### src/hw/uart_consts.svh
`ifndef UART_CONSTS_SVH
`define UART_CONSTS_SVH

// ============================
// UART build constants
// ============================

// Bus data width and character size
`define UART_DATA_WIDTH 8

// Clock cycles per serial bit, 4 or more
`define UART_CLKS_PER_BIT 16

`endif
### src/hw/arch_defs_pkg.sv
`default_nettype none

package arch_defs_pkg;

    // ============================
    // Register map
    // ============================

    // Offset 3 is unmapped and reads zero
    typedef enum logic [1:0] {
        UART_REG_CONTROL = 2'd0,
        UART_REG_STATUS  = 2'd1,
        UART_REG_DATA    = 2'd2
    } uart_reg_offset_e;

    // ============================
    // Serial engine states
    // ============================

    typedef enum logic [1:0] {
        RX_IDLE,
        RX_START,
        RX_DATA,
        RX_STOP
    } rx_state_e;

    typedef enum logic [1:0] {
        TX_IDLE,
        TX_START,
        TX_DATA,
        TX_STOP
    } tx_state_e;

endpackage

`default_nettype wire

### src/hw/uart_rx_if.sv
`default_nettype none

`include "uart_consts.svh"

interface uart_rx_if;

    // Received byte and sticky flags from the receiver
    logic [`UART_DATA_WIDTH-1:0] data;
    logic                        ready;
    logic                        frame_err;
    logic                        overrun;

    // Single-cycle acknowledges from the register block
    logic                        data_ack;
    logic                        status_ack;

    modport receiver (
        output data, ready, frame_err, overrun,
        input  data_ack, status_ack
    );

    modport regs (
        input  data, ready, frame_err, overrun,
        output data_ack, status_ack
    );

endinterface

`default_nettype wire

### src/hw/uart_peripheral.sv
`default_nettype none

`include "uart_consts.svh"

module uart_peripheral
    import arch_defs_pkg::*;
(
    input  logic                        clk,
    input  logic                        reset,

    input  uart_reg_offset_e            address_offset_i,

    // Bus strobes
    input  logic                        cmd_enable_i,
    input  logic                        cmd_write_i,
    input  logic                        cmd_read_i,

    input  logic [`UART_DATA_WIDTH-1:0] parallel_data_i,
    output logic [`UART_DATA_WIDTH-1:0] parallel_data_o,

    // Serial pins
    input  logic                        serial_rx_i,
    output logic                        serial_tx_o
);

    localparam int STAT_TX_EMPTY = 0;
    localparam int STAT_RX_READY = 1;
    localparam int STAT_FRAME    = 2;
    localparam int STAT_OVERRUN  = 3;
    localparam int CTRL_LOOPBACK = 0;

    logic [`UART_DATA_WIDTH-1:0] control_q;
    logic [`UART_DATA_WIDTH-1:0] control_next;
    logic [`UART_DATA_WIDTH-1:0] status_word;

    logic tx_start;
    logic tx_busy;
    logic tx_serial;
    logic rx_serial;
    logic data_ack;
    logic status_ack;

    uart_rx_if rx_bus ();

    // ============================
    // Receiver and loopback
    // ============================

    assign rx_serial = control_q[CTRL_LOOPBACK] ? tx_serial : serial_rx_i;

    uart_receiver u_receiver (
        .clk      (clk),
        .reset    (reset),
        .serial_i (rx_serial),
        .rx       (rx_bus.receiver)
    );

    assign rx_bus.data_ack   = data_ack;
    assign rx_bus.status_ack = status_ack;

    // ============================
    // Transmitter
    // ============================

    // Pin still carries the frame in loopback
    uart_transmitter u_transmitter (
        .clk        (clk),
        .reset      (reset),
        .tx_data_i  (parallel_data_i),
        .tx_start_i (tx_start),
        .tx_busy_o  (tx_busy),
        .serial_o   (tx_serial)
    );

    assign serial_tx_o = tx_serial;

    // ============================
    // Register decode
    // ============================

    always_comb begin
        status_word                = '0;
        status_word[STAT_TX_EMPTY] = ~tx_busy;
        status_word[STAT_RX_READY] = rx_bus.ready;
        status_word[STAT_FRAME]    = rx_bus.frame_err;
        status_word[STAT_OVERRUN]  = rx_bus.overrun;
    end

    // Write wins over read on the same access
    always_comb begin
        control_next    = control_q;
        parallel_data_o = '0;
        tx_start        = 1'b0;
        data_ack        = 1'b0;
        status_ack      = 1'b0;

        if (cmd_enable_i) begin
            case (address_offset_i)
                UART_REG_CONTROL: begin
                    if (cmd_write_i) begin
                        control_next = parallel_data_i;
                    end else if (cmd_read_i) begin
                        parallel_data_o = control_q;
                    end
                end
                UART_REG_STATUS: begin
                    // Reading status clears the error flags
                    if (!cmd_write_i && cmd_read_i) begin
                        parallel_data_o = status_word;
                        status_ack      = 1'b1;
                    end
                end
                UART_REG_DATA: begin
                    if (cmd_write_i) begin
                        tx_start = 1'b1;
                    end else if (cmd_read_i) begin
                        parallel_data_o = rx_bus.data;
                        data_ack        = 1'b1;
                    end
                end
                default: begin
                    parallel_data_o = '0;
                end
            endcase
        end
    end

    always_ff @(posedge clk) begin
        if (reset) begin
            control_q <= '0;
        end else begin
            control_q <= control_next;
        end
    end

    a_bus_single_cmd: assert property (
        @(posedge clk) disable iff (reset)
        cmd_enable_i |-> !(cmd_write_i && cmd_read_i)
    );

endmodule

`default_nettype wire

### src/hw/uart_transmitter.sv
`default_nettype none

`include "uart_consts.svh"

module uart_transmitter
    import arch_defs_pkg::*;
(
    input  logic                        clk,
    input  logic                        reset,
    input  logic [`UART_DATA_WIDTH-1:0] tx_data_i,
    input  logic                        tx_start_i,
    output logic                        tx_busy_o,
    output logic                        serial_o
);

    localparam int CNT_W = $clog2(`UART_CLKS_PER_BIT);
    localparam int BIT_W = $clog2(`UART_DATA_WIDTH);

    localparam logic [CNT_W-1:0] LAST_CYCLE = CNT_W'(`UART_CLKS_PER_BIT - 1);
    localparam logic [BIT_W-1:0] LAST_BIT   = BIT_W'(`UART_DATA_WIDTH - 1);

    tx_state_e                   state;
    logic [CNT_W-1:0]            cycle_cnt;
    logic [BIT_W-1:0]            bit_cnt;
    logic [`UART_DATA_WIDTH-1:0] shift_q;
    logic                        serial_q;
    logic                        bit_tick;
    logic                        accept;

    assign bit_tick  = (cycle_cnt == LAST_CYCLE);
    // Starts while busy are dropped here
    assign accept    = tx_start_i && (state == TX_IDLE);
    assign tx_busy_o = (state != TX_IDLE);
    assign serial_o  = serial_q;

    // ============================
    // Frame FSM
    // ============================

    always_ff @(posedge clk) begin
        if (reset) begin
            state     <= TX_IDLE;
            cycle_cnt <= '0;
            bit_cnt   <= '0;
            serial_q  <= 1'b1;
        end else begin
            case (state)
                TX_IDLE: begin
                    cycle_cnt <= '0;
                    bit_cnt   <= '0;
                    if (accept) begin
                        state    <= TX_START;
                        serial_q <= 1'b0;
                    end
                end
                TX_START: begin
                    if (bit_tick) begin
                        cycle_cnt <= '0;
                        serial_q  <= shift_q[0];
                        state     <= TX_DATA;
                    end else begin
                        cycle_cnt <= cycle_cnt + 1'b1;
                    end
                end
                TX_DATA: begin
                    if (bit_tick) begin
                        cycle_cnt <= '0;
                        if (bit_cnt == LAST_BIT) begin
                            serial_q <= 1'b1;
                            state    <= TX_STOP;
                        end else begin
                            bit_cnt  <= bit_cnt + 1'b1;
                            serial_q <= shift_q[1];
                        end
                    end else begin
                        cycle_cnt <= cycle_cnt + 1'b1;
                    end
                end
                TX_STOP: begin
                    // Busy falls at the edge that ends the stop bit
                    if (bit_tick) begin
                        cycle_cnt <= '0;
                        state     <= TX_IDLE;
                    end else begin
                        cycle_cnt <= cycle_cnt + 1'b1;
                    end
                end
                default: state <= TX_IDLE;
            endcase
        end
    end

    // Shift right once per data bit so bit 0 is always next
    always_ff @(posedge clk) begin
        if (accept) begin
            shift_q <= tx_data_i;
        end else if ((state == TX_DATA) && bit_tick) begin
            shift_q <= shift_q >> 1;
        end
    end

    a_idle_line_high: assert property (
        @(posedge clk) disable iff (reset)
        (state == TX_IDLE) |-> serial_o
    );

endmodule

`default_nettype wire

### src/hw/uart_receiver.sv
`default_nettype none

`include "uart_consts.svh"

module uart_receiver
    import arch_defs_pkg::*;
(
    input  logic        clk,
    input  logic        reset,
    input  logic        serial_i,
    uart_rx_if.receiver rx
);

    localparam int CNT_W = $clog2(`UART_CLKS_PER_BIT);
    // One extra bit so the counter range can be checked
    localparam int BIT_W = $clog2(`UART_DATA_WIDTH + 1);

    localparam logic [CNT_W-1:0] LAST_CYCLE = CNT_W'(`UART_CLKS_PER_BIT - 1);
    localparam logic [CNT_W-1:0] HALF_CYCLE = CNT_W'(`UART_CLKS_PER_BIT / 2 - 1);
    localparam logic [BIT_W-1:0] LAST_BIT   = BIT_W'(`UART_DATA_WIDTH - 1);

    rx_state_e                   state;
    logic [CNT_W-1:0]            cycle_cnt;
    logic [BIT_W-1:0]            bit_cnt;
    logic [2:0]                  sync_q;
    logic [`UART_DATA_WIDTH-1:0] shift_q;

    logic rx_line;
    logic start_edge;
    logic bit_tick;
    logic stop_sample;
    logic frame_done;
    logic frame_bad;
    logic holding;

    // ============================
    // Line synchronizer
    // ============================

    // Two flops for metastability, a third for edge detection
    always_ff @(posedge clk) begin
        if (reset) begin
            sync_q <= 3'b111;
        end else begin
            sync_q <= {sync_q[1:0], serial_i};
        end
    end

    assign rx_line    = sync_q[1];
    assign start_edge = sync_q[2] & ~sync_q[1];

    assign bit_tick    = (cycle_cnt == LAST_CYCLE);
    assign stop_sample = (state == RX_STOP) && bit_tick;
    assign frame_done  = stop_sample && rx_line;
    assign frame_bad   = stop_sample && !rx_line;

    // A byte being read this cycle frees the holding register
    assign holding = rx.ready && !rx.data_ack;

    // ============================
    // Frame FSM
    // ============================

    always_ff @(posedge clk) begin
        if (reset) begin
            state     <= RX_IDLE;
            cycle_cnt <= '0;
            bit_cnt   <= '0;
        end else begin
            case (state)
                RX_IDLE: begin
                    cycle_cnt <= '0;
                    bit_cnt   <= '0;
                    if (start_edge) begin
                        state <= RX_START;
                    end
                end
                RX_START: begin
                    // Confirm the start bit at its middle to reject glitches
                    if (cycle_cnt == HALF_CYCLE) begin
                        cycle_cnt <= '0;
                        state     <= rx_line ? RX_IDLE : RX_DATA;
                    end else begin
                        cycle_cnt <= cycle_cnt + 1'b1;
                    end
                end
                RX_DATA: begin
                    if (bit_tick) begin
                        cycle_cnt <= '0;
                        if (bit_cnt == LAST_BIT) begin
                            state <= RX_STOP;
                        end else begin
                            bit_cnt <= bit_cnt + 1'b1;
                        end
                    end else begin
                        cycle_cnt <= cycle_cnt + 1'b1;
                    end
                end
                RX_STOP: begin
                    if (bit_tick) begin
                        cycle_cnt <= '0;
                        state     <= RX_IDLE;
                    end else begin
                        cycle_cnt <= cycle_cnt + 1'b1;
                    end
                end
                default: state <= RX_IDLE;
            endcase
        end
    end

    // LSB arrives first
    always_ff @(posedge clk) begin
        if ((state == RX_DATA) && bit_tick) begin
            shift_q <= {rx_line, shift_q[`UART_DATA_WIDTH-1:1]};
        end
    end

    always_ff @(posedge clk) begin
        if (frame_done && !holding) begin
            rx.data <= shift_q;
        end
    end

    // ============================
    // Sticky flags
    // ============================

    always_ff @(posedge clk) begin
        if (reset) begin
            rx.ready     <= 1'b0;
            rx.frame_err <= 1'b0;
            rx.overrun   <= 1'b0;
        end else begin
            if (frame_done && !holding) begin
                rx.ready <= 1'b1;
            end else if (rx.data_ack) begin
                rx.ready <= 1'b0;
            end

            // New events win over a clearing status read
            if (frame_bad) begin
                rx.frame_err <= 1'b1;
            end else if (rx.status_ack) begin
                rx.frame_err <= 1'b0;
            end

            if (frame_done && holding) begin
                rx.overrun <= 1'b1;
            end else if (rx.status_ack) begin
                rx.overrun <= 1'b0;
            end
        end
    end

    a_ready_frame_err_excl: assert property (
        @(posedge clk) disable iff (reset)
        !($rose(rx.ready) && $rose(rx.frame_err))
    );

    a_bit_cnt_range: assert property (
        @(posedge clk) disable iff (reset)
        (state == RX_DATA) |-> (bit_cnt < BIT_W'(`UART_DATA_WIDTH))
    );

endmodule

`default_nettype wire

### config.mk
export PLATFORM = sky130hd
export DESIGN_NAME = uart_peripheral
export DESIGN_NICKNAME = d
export VERILOG_FILES = /design/src/hw/arch_defs_pkg.sv /design/src/hw/uart_rx_if.sv /design/src/hw/uart_peripheral.sv /design/src/hw/uart_transmitter.sv /design/src/hw/uart_receiver.sv
export VERILOG_INCLUDE_DIRS = /design/src /design/src/hw
export SDC_FILE = /design/constraint.sdc
export NUM_CORES = 1
export LEC_CHECK = 0
export BUFFER_PORTS_ARGS = -buffer_cell sky130_fd_sc_hd__buf_2
export CAP_MARGIN = 20
export CORE_MARGIN = 4
export CORE_UTILIZATION = 40
export CTS_CLUSTER_DIAMETER = 50
export DETAILED_ROUTE_END_ITERATION = 8
export HOLD_SLACK_MARGIN = 0.08
export PLACE_DENSITY = 0.58
export SLEW_MARGIN = 20
export SYNTH_ARGS = -nofsm -noshare
export SYNTH_HDL_FRONTEND = slang
export SYNTH_HIERARCHICAL = 1
export SYNTH_SLANG_ARGS = --single-unit
### constraint.sdc
create_clock -name clk -period 2.4 [get_ports clk]
set_clock_uncertainty 0.05 [all_clocks]
set_input_delay 0.48 -clock clk [delete_from_list [all_inputs] [get_ports clk]]
set_output_delay 0.48 -clock clk [all_outputs]
set_load 0.005 [all_outputs]
-- After elaboration in Yosys (flattened, before gate mapping)
Index checks and enable logic that the tools add are counted.
- input bits: 16
- register bits after elaboration: 58
- output and inout port bits: 9
- reductions and logical operators: 33
- equality and inequality tests: 25
- mux-type cells: 54
- $add $sub $neg: 4
- bitwise operators: 3
- operators by type and width (cell ; number):
    2-to-1 mux 8 bit ; 7
    2-to-1 mux 4 bit ; 6
    case mux 8 bit (3 select lines) ; 1
    2-to-1 mux 2 bit ; 11
    2-to-1 mux 1 bit ; 20
    inequality test 2 x 1 -> 1 bit, second input constant ; 10
    case mux 2 bit (4 select lines) ; 2
    case mux 4 bit (2 select lines) ; 2
    nonzero test 2 bit ; 7
    adder 4 x 1 -> 4 bit, second input constant ; 3
    case mux 4 bit (3 select lines) ; 1
    equality test 2 bit, second input constant ; 5
    logical AND 1 bit ; 10
    AND reduction 5 bit ; 2
    AND reduction 3 bit ; 3
    equality test 4 x 3 -> 1 bit, second input constant ; 2
    equality test 4 bit, second input constant ; 2
    equality test 2 x 1 -> 1 bit, second input constant ; 3
    logical NOT 2 bit ; 3
    2-to-1 mux 3 bit ; 2
    case mux 3 bit (2 select lines) ; 1
    logical NOT 1 bit ; 4
    inequality test 2 bit, second input constant ; 2
    AND reduction 4 bit ; 1
    8 further kinds ; 9

-- Longest topological paths before layout
Gate-level depths: netlist of run 1.
- word-level depth: 9
- depth in mapped cells: 6

-- Modules after synthesis
The synthesis of run 1 kept the hierarchy.
- modules (own cells, without submodules) (module ; area each (um^2) ; cells an instance ; instances ; seq. area each (um^2)):
    uart_receiver ; 1267.5 ; 103 ; 1 ; 800.8
    uart_transmitter ; 892.1 ; 78 ; 1 ; 440.4
    uart_peripheral ; 538.0 ; 62 ; 1 ; 160.2

-- Worst setup path before layout of run 1
OpenSTA, ideal clock, no wires.
- path type: input -> register
- start point: in cmd_read_i
- end point: reg u_receiver.rx.data[0], enable pin
- slack: 0.547 ns
- cell stages on the path: 5
- arrival time: 1.432 ns
- setup time: 0.370 ns
- cell sequence: nor2b_1 nand2_1 nor3b_1 nor2b_1 nor2_1
- longest elaborated chain between the ends: 8
- RTL lines (item ; RTL line ; source):
    start: declaration ; uart_peripheral.sv:16 ; input logic cmd_read_i,
    2-to-1 mux 1 bit ; uart_peripheral.sv:116 ; end else if (cmd_read_i) begin
    2-to-1 mux 1 bit ; uart_peripheral.sv:114 ; if (cmd_write_i) begin
    2-to-1 mux 1 bit ; uart_peripheral.sv:98 ; case (address_offset_i)
    2-to-1 mux 1 bit ; uart_peripheral.sv:97 ; if (cmd_enable_i) begin
    net data_ack ; uart_peripheral.sv:40 ; logic data_ack;
    logical NOT 1 bit ; uart_receiver.sv:58 ; assign holding = rx.ready && !rx.data_ack;
    logical AND 1 bit ; uart_receiver.sv:58 ;
    logical NOT 1 bit ; uart_receiver.sv:120 ; if (frame_done && !holding) begin
    logical AND 1 bit ; uart_receiver.sv:120 ;
    end signal: assignment ; uart_receiver.sv:121 ; rx.data <= shift_q;
    end: declaration ; uart_rx_if.sv:18 ; output data, ready, frame_err, overrun,
The timed path passes the listed nets, and every way through them passes these cells.
A chain may end at the register's enable or synchronous reset.

-- Final worst setup path of run 1
- start point: reg u_transmitter.state[0]
- end point: out parallel_data_o[0]
- longest elaborated chain between the ends: 5
- RTL lines (item ; RTL line ; source):
    start: declaration ; uart_transmitter.sv:22 ; tx_state_e state;
    start signal: assignment ; uart_transmitter.sv:42 ; state <= TX_IDLE;
    start signal: assignment ; uart_transmitter.sv:52 ; state <= TX_START;
    start signal: assignment ; uart_transmitter.sv:60 ; state <= TX_DATA;
    nonzero test 2 bit ; uart_transmitter.sv:33 ; assign tx_busy_o = (state != TX_IDLE);
    net tx_busy ; uart_peripheral.sv:37 ; logic tx_busy;
    inverter 1 bit ; uart_peripheral.sv:83 ; status_word[STAT_TX_EMPTY] = ~tx_busy;
    2-to-1 mux 4 bit ; uart_peripheral.sv:108 ; if (!cmd_write_i && cmd_read_i) begin
    case mux 8 bit (3 select lines) ; uart_peripheral.sv:98 ;
    2-to-1 mux 8 bit ; uart_peripheral.sv:97 ;
    end: declaration ; uart_peripheral.sv:19 ; output logic [`UART_DATA_WIDTH-1:0] parallel_data_o,
The timed path passes the listed nets, and every way through them passes these cells.

==> flow_summary.toml, run 1 <==
[logic_synthesis]
syn_nets = 269
ys_seq_area_frac = 0.519
synthCells = 243
yosys-top-cells-area = "edfxtp_1 27%, dfxtp_1 25%, mux2i_1 5.2%, ha_1 4.6%, mux2_2 3.3%"
synth_seq_cells = 58
async_reset_ff_frac = 0
yosys.area.top_type = "edfxtp_1"
synthFlopType = "dfxtp_1"
syn_area_sq_mm = 0.00270
netlist.area_leader.share = 0.267
ys_types = 47
syn_avg_cell_area_sq_um = 11.1
synth_enable_flop_cells = 24
synth_common_cells = "34 x dfxtp_1, 24 x edfxtp_1, 20 x nor2_1, 14 x mux2i_1"
synth.most_common_cell = "dfxtp_1"
yosysWarnings = 6

[setup_path]
path_delay_family = "flip-flops"
crit_top_cell = "inv_1"
crit_fanout = 5
worstPathCellList = "inv_1 > ha_1 > inv_1 > o21a_1 > nor3_1 > buf_2"
critical_path.endpoint_type = "primary output"
path_buf_inv = 3
required_ns = 1.87
arrival_ns = 1.57
crit_type = "flop to primary output"
critPathSlowestCell = "dfxtp_1"
critPathMaxStageDelay_ns = 0.33
worst_setup_path_start_kind = "flop"

[global_route]
antenna_found_initial = 0
grt_max_degree = 34
grt.total_usage = 0.132
gr-total-overflow = 0
grt_pass1_wl_microns = 8690
grt_pass1_vias = 1844

[finish]
fin_area_sq_mm = 0.00308
layout.cells.non_filler = 353
nFillCells = 618
seq_area_sq_mm = 0.00140
nNetsFinal = 297
fin_util = 0.476
syn_to_final_growth_pct = 14.0
diodes = 0
drive_gt1_frac = 0.199
multi_input_area_sq_mm = 0.00120

[sta]
slew_headroom = 0.591
drv_slew = 0
setup_violations = 0
grt_setup_unrepaired = "false"
fin_crit_ns = 2.10
worst_pin_slew_ns = 0.614
hold_viol_final = 0
fin_crit_sh = 0.875
max_freq_mhz = 476
tns_ns = 0

[pwr]
netSwitchingFraction = 0.252
p_int_mw = 1.77
powerDensity_mw_per_mm2 = 770
power_frac_clock = 0.408
leakage_nw = 1.18
combPwrFrac = 0.131
switchingPower_mw = 0.596
peakVddDrop_v = 0.000445
sequentialPowerShare = 0.461

[routing]
drc = 0
viasPerCell = 5.20
wire_per_inst_microns = 14.3
via_count = 1834
drt_iter0_markers = 67
drt_first_pass_iters = 4
ant_nets = 0
wirelength_microns = 5050

[floorplan]
ios = 25
dieArea_sq_mm = 0.00812
fp-row-count = 29
die_h_microns = 90.1
coreArea_sq_mm = 0.00646
die_w_microns = 90.1
start_util = 0.418

[placement]
io_buffers = 24
place_congestion = 0.753
hpwlAfterDp_microns = 3520
placedCellCount = 337
place_area_sq_mm = 0.00287

[run]
drv_cap = 0

[clock_tree]
cts_hold_buf = 0
clk_path_buf_depth = 2
cts_sinks = 58
cts_tree = "done"
numCtsBuffers = 9
root_buffer = "clkbuf_8"
clk_latency_ns = 0.33
clkTransAtPathRegs_ns = 0.07
htreeDepth = 3
cts-resized-gates = 0
cts_setup_buffers = 0

[status]
status = "finished clean"

[hold_path]
hold_class = "input port to flop"
==> worst reg2reg max path, cell delays in order (launching register included) <==
cell and delay [ns]:
dfxtp_1 0.37, inv_1 0.10, ha_1 0.28, or3_1 0.40
a211o_1 0.34, a211oi_1 0.27
==> power groups by stage <==
stage | sequential [mW] | clock (mW) | combinational [mW]
CTS | 1.09 | 1.00 | 0.312
floorplan | 1.10 | 0 | 0.229
global route | 1.10 | 1.03 | 0.353
global placement | 1.11 | 0 | 0.306
detailed placement | 1.12 | 0 | 0.309
finish | 1.09 | 0.967 | 0.309
==> sequential cells by signal, indices dropped and copies added (netlist names), named ones only <==
register and cells:
u_transmitter/serial_o 1, u_transmitter/cycle_cnt 4, u_receiver/shift_q 8, u_receiver/sync_q 3, u_receiver/bit_cnt 4, u_receiver/rx.ready 1, u_receiver/state 1, u_receiver/rx.overrun 1
u_transmitter/bit_cnt 3, u_transmitter/state 2, control_q 8, u_transmitter/shift_q 8, u_receiver/cycle_cnt 4, u_receiver/rx.frame_err 1, u_receiver/rx.data 8
==> cell type report <==
type,instances,area share
repair buffers,27,0.0464
well taps,77,0.0313
clock inverters,6,0.0264
multi-input cells,169,0.391
clock buffers,10,0.0415
inverters,6,0.00732
flip-flops and latches,58,0.456
==> metrics by stage <==
stage	setup slack (ns)	hold slack, ns	power (mW)
global route	0.171	0.346	2.48
global placement	0.418	0.342	1.42
floorplan	0.547	0.339	1.33
detailed placement	0.390	0.351	1.42
finish	0.300	0.346	2.37
CTS	0.265	0.331	2.41
==> placed cells by master (no fill, tap or decap), types with 2 or more instances in the layout <==
cell type	Yosys	layout
mux2_2	8	8
xor2_1	2	2
ha_1	10	10
clkbuf_8	0	9
buf_4	2	3
o211ai_1	4	4
and2_1	2	2
a21o_1	2	2
and3_1	6	6
o21ai_0	3	3
nor2b_1	13	13
a31oi_1	4	4
inv_1	6	6
a21oi_1	6	6
nor2_1	20	20
buf_2	2	24
nor3_1	5	5
or2_2	3	3
edfxtp_1	24	24
bufinv_16	0	2
nor3b_1	4	4
xnor2_1	2	2
or3_1	2	2
nand3_1	6	6
clkinv_2	0	2
dfxtp_1	34	34
nand2_1	13	13
nand2b_1	7	7
and4b_1	3	3
a32oi_1	3	3
a211oi_1	11	11
mux2i_1	14	14
nand3b_1	2	2
==> metal layers <==
layer  vias up  global-route usage  wire length (microns)
met5         -                   0                      0
met1       855               0.174                   2510
met4         0              0.0497                     84
met2        22               0.203                   2280
met3         9              0.0409                    179
li1        948                   -                      -
==> path summary, 6_finish.rpt <==
check	startpoint	cells after the start	to	slack, ns
worst min register to register	u_receiver/sync_q[0]	1	u_receiver/sync_q[1]	0.37
worst min-delay path	parallel_data_i[4]	3	control_q[4]	0.35
worst max register to register	u_transmitter/state[0]	5	u_transmitter/state[0]	0.50
worst max-delay path	u_transmitter/state[0]	6	parallel_data_o[0]	0.30
==> logic make-up after synthesis <==
| logic type | share of synthesized area |
|---|---|
| buffers and inverters | 0.0343 |
| AOI/OAI and AO/OA | 0.106 |
| DFF | 0.519 |
| xor gates and xnor gates | 0.0130 |
| adders and majority gates | 0.0464 |
| and+or+nand+nor | 0.195 |
| muxes | 0.0853 |
Note: power is estimated with default switching activity, not from simulation.
==> run 2: changes to the inputs <==
MAX_ROUTING_LAYER = met4   (was not set)
==> flow_summary.toml, run 2 (synthesis gave the netlist of run 1 again) <==
[status]
status = "finished clean"

[sta]
tns_ns = 0
grt_setup_unrepaired = "false"
slew_headroom = 0.584
hold_viol_final = 0
drv_slew = 0
fin_crit_ns = 2.10
setup_violations = 0
fin_crit_sh = 0.875
worst_pin_slew_ns = 0.624
max_freq_mhz = 476

[routing]
via_count = 1851
ant_nets = 0
wirelength_microns = 5090
drc = 0
drt_first_pass_iters = 4
viasPerCell = 5.24
drt_iter0_markers = 81
wire_per_inst_microns = 14.4

[finish]
final_common_cell = "dfxtp_1"
seq_area_sq_mm = 0.00140
multi_input_area_sq_mm = 0.00120
fin_area_sq_mm = 0.00308
syn_to_final_growth_pct = 14.0
diodes = 0
drive_gt1_frac = 0.199
nFillCells = 618
nNetsFinal = 297
final_cell_mix = "34 x dfxtp_1, 24 x buf_2, 24 x edfxtp_1"

[floorplan]
start_util = 0.418
die_h_microns = 90.1
dieArea_sq_mm = 0.00812
die_w_microns = 90.1
coreArea_sq_mm = 0.00646
fp-row-count = 29
ios = 25

[clock_tree]
cts_hold_buf = 0
clk_latency_ns = 0.33
clk_path_buf_depth = 2
cts-resized-gates = 0
clkTransAtPathRegs_ns = 0.07
numCtsBuffers = 9
cts_setup_buffers = 0
cts_tree = "done"
cts_sinks = 58
root_buffer = "clkbuf_8"
htreeDepth = 3

[global_route]
antenna_found_initial = 0
grt.total_usage = 0.136
grt_pass1_wl_microns = 8700
grt_max_degree = 34
gr-total-overflow = 0
grt_pass1_vias = 1840

[hold_path]
min_from = "parallel_data_i[4]"
hold_class = "input port to flop"

[placement]
place_congestion = 0.763
hpwlAfterDp_microns = 3520
place_area_sq_mm = 0.00287
io_buffers = 24

[pwr]
leakage_nw = 1.18
peakVddDrop_v = 0.000445
powerDensity_mw_per_mm2 = 770

[setup_path]
arrival_ns = 1.57
crit_fanout = 5
critPathLaunch = "u_transmitter/state[0]"
required_ns = 1.87
critical_path.endpoint_type = "primary output"
crit_type = "flop to primary output"
regToRegStartpoint = "u_transmitter/state[0]"
worst_setup_path_start_kind = "flop"

[run]
drv_cap = 0
-- run 2: final timing paths --
path                             to  slack, ns  depth (start not counted)
max              parallel_data_o[0]       0.30                          6
max reg2reg  u_transmitter/state[0]       0.50                          5
min                    control_q[4]       0.35                          3
min reg2reg    u_receiver/sync_q[1]       0.37                          1
-- run 2: routing by layer --
metal | share of wire | track usage | vias up
li1 | - | - | 943
met1 | 0.50 | 0.175 | 868
met2 | 0.45 | 0.203 | 32
met3 | 0.042 | 0.0509 | 8
met4 | 0.0075 | 0.0383 | 0
met5 | 0 | - | -
-- run 2: layout make-up --
type                    count  area share
well taps                  77      0.0313
clock buffers              10      0.0415
clock inverters             6      0.0264
multi-input cells         169       0.391
flip-flops and latches     58       0.456
repair buffers             27      0.0464
inverters                   6     0.00732
-- run 2: worst max-delay path: stages, from the launching register on --
cell     delay [ns]
dfxtp_1        0.33
inv_1          0.12
ha_1           0.29
inv_1          0.06
o21a_1         0.16
nor3_1         0.12
buf_2          0.14
-- run 2: power breakdown --
group          switching, mW  internal, mW
combinational          0.175         0.134
sequential            0.0311          1.06
clock                  0.389         0.577
total                  0.595          1.77
-- run 2: per-stage QoR --
step | worst slack, ns | power, mW | hold WS (ns) | instances | util
2_1_floorplan | 0.547 | 1.33 | 0.339 | 243 | -
3_3_place_gp | 0.418 | 1.42 | 0.342 | 337 | 0.444
3_5_place_dp | 0.390 | 1.42 | 0.351 | 337 | 0.444
4_1_cts | 0.265 | 2.41 | 0.331 | 353 | 0.476
5_1_grt | 0.166 | 2.49 | 0.341 | 353 | 0.476
6_report | 0.300 | 2.37 | 0.347 | 353 | 0.476
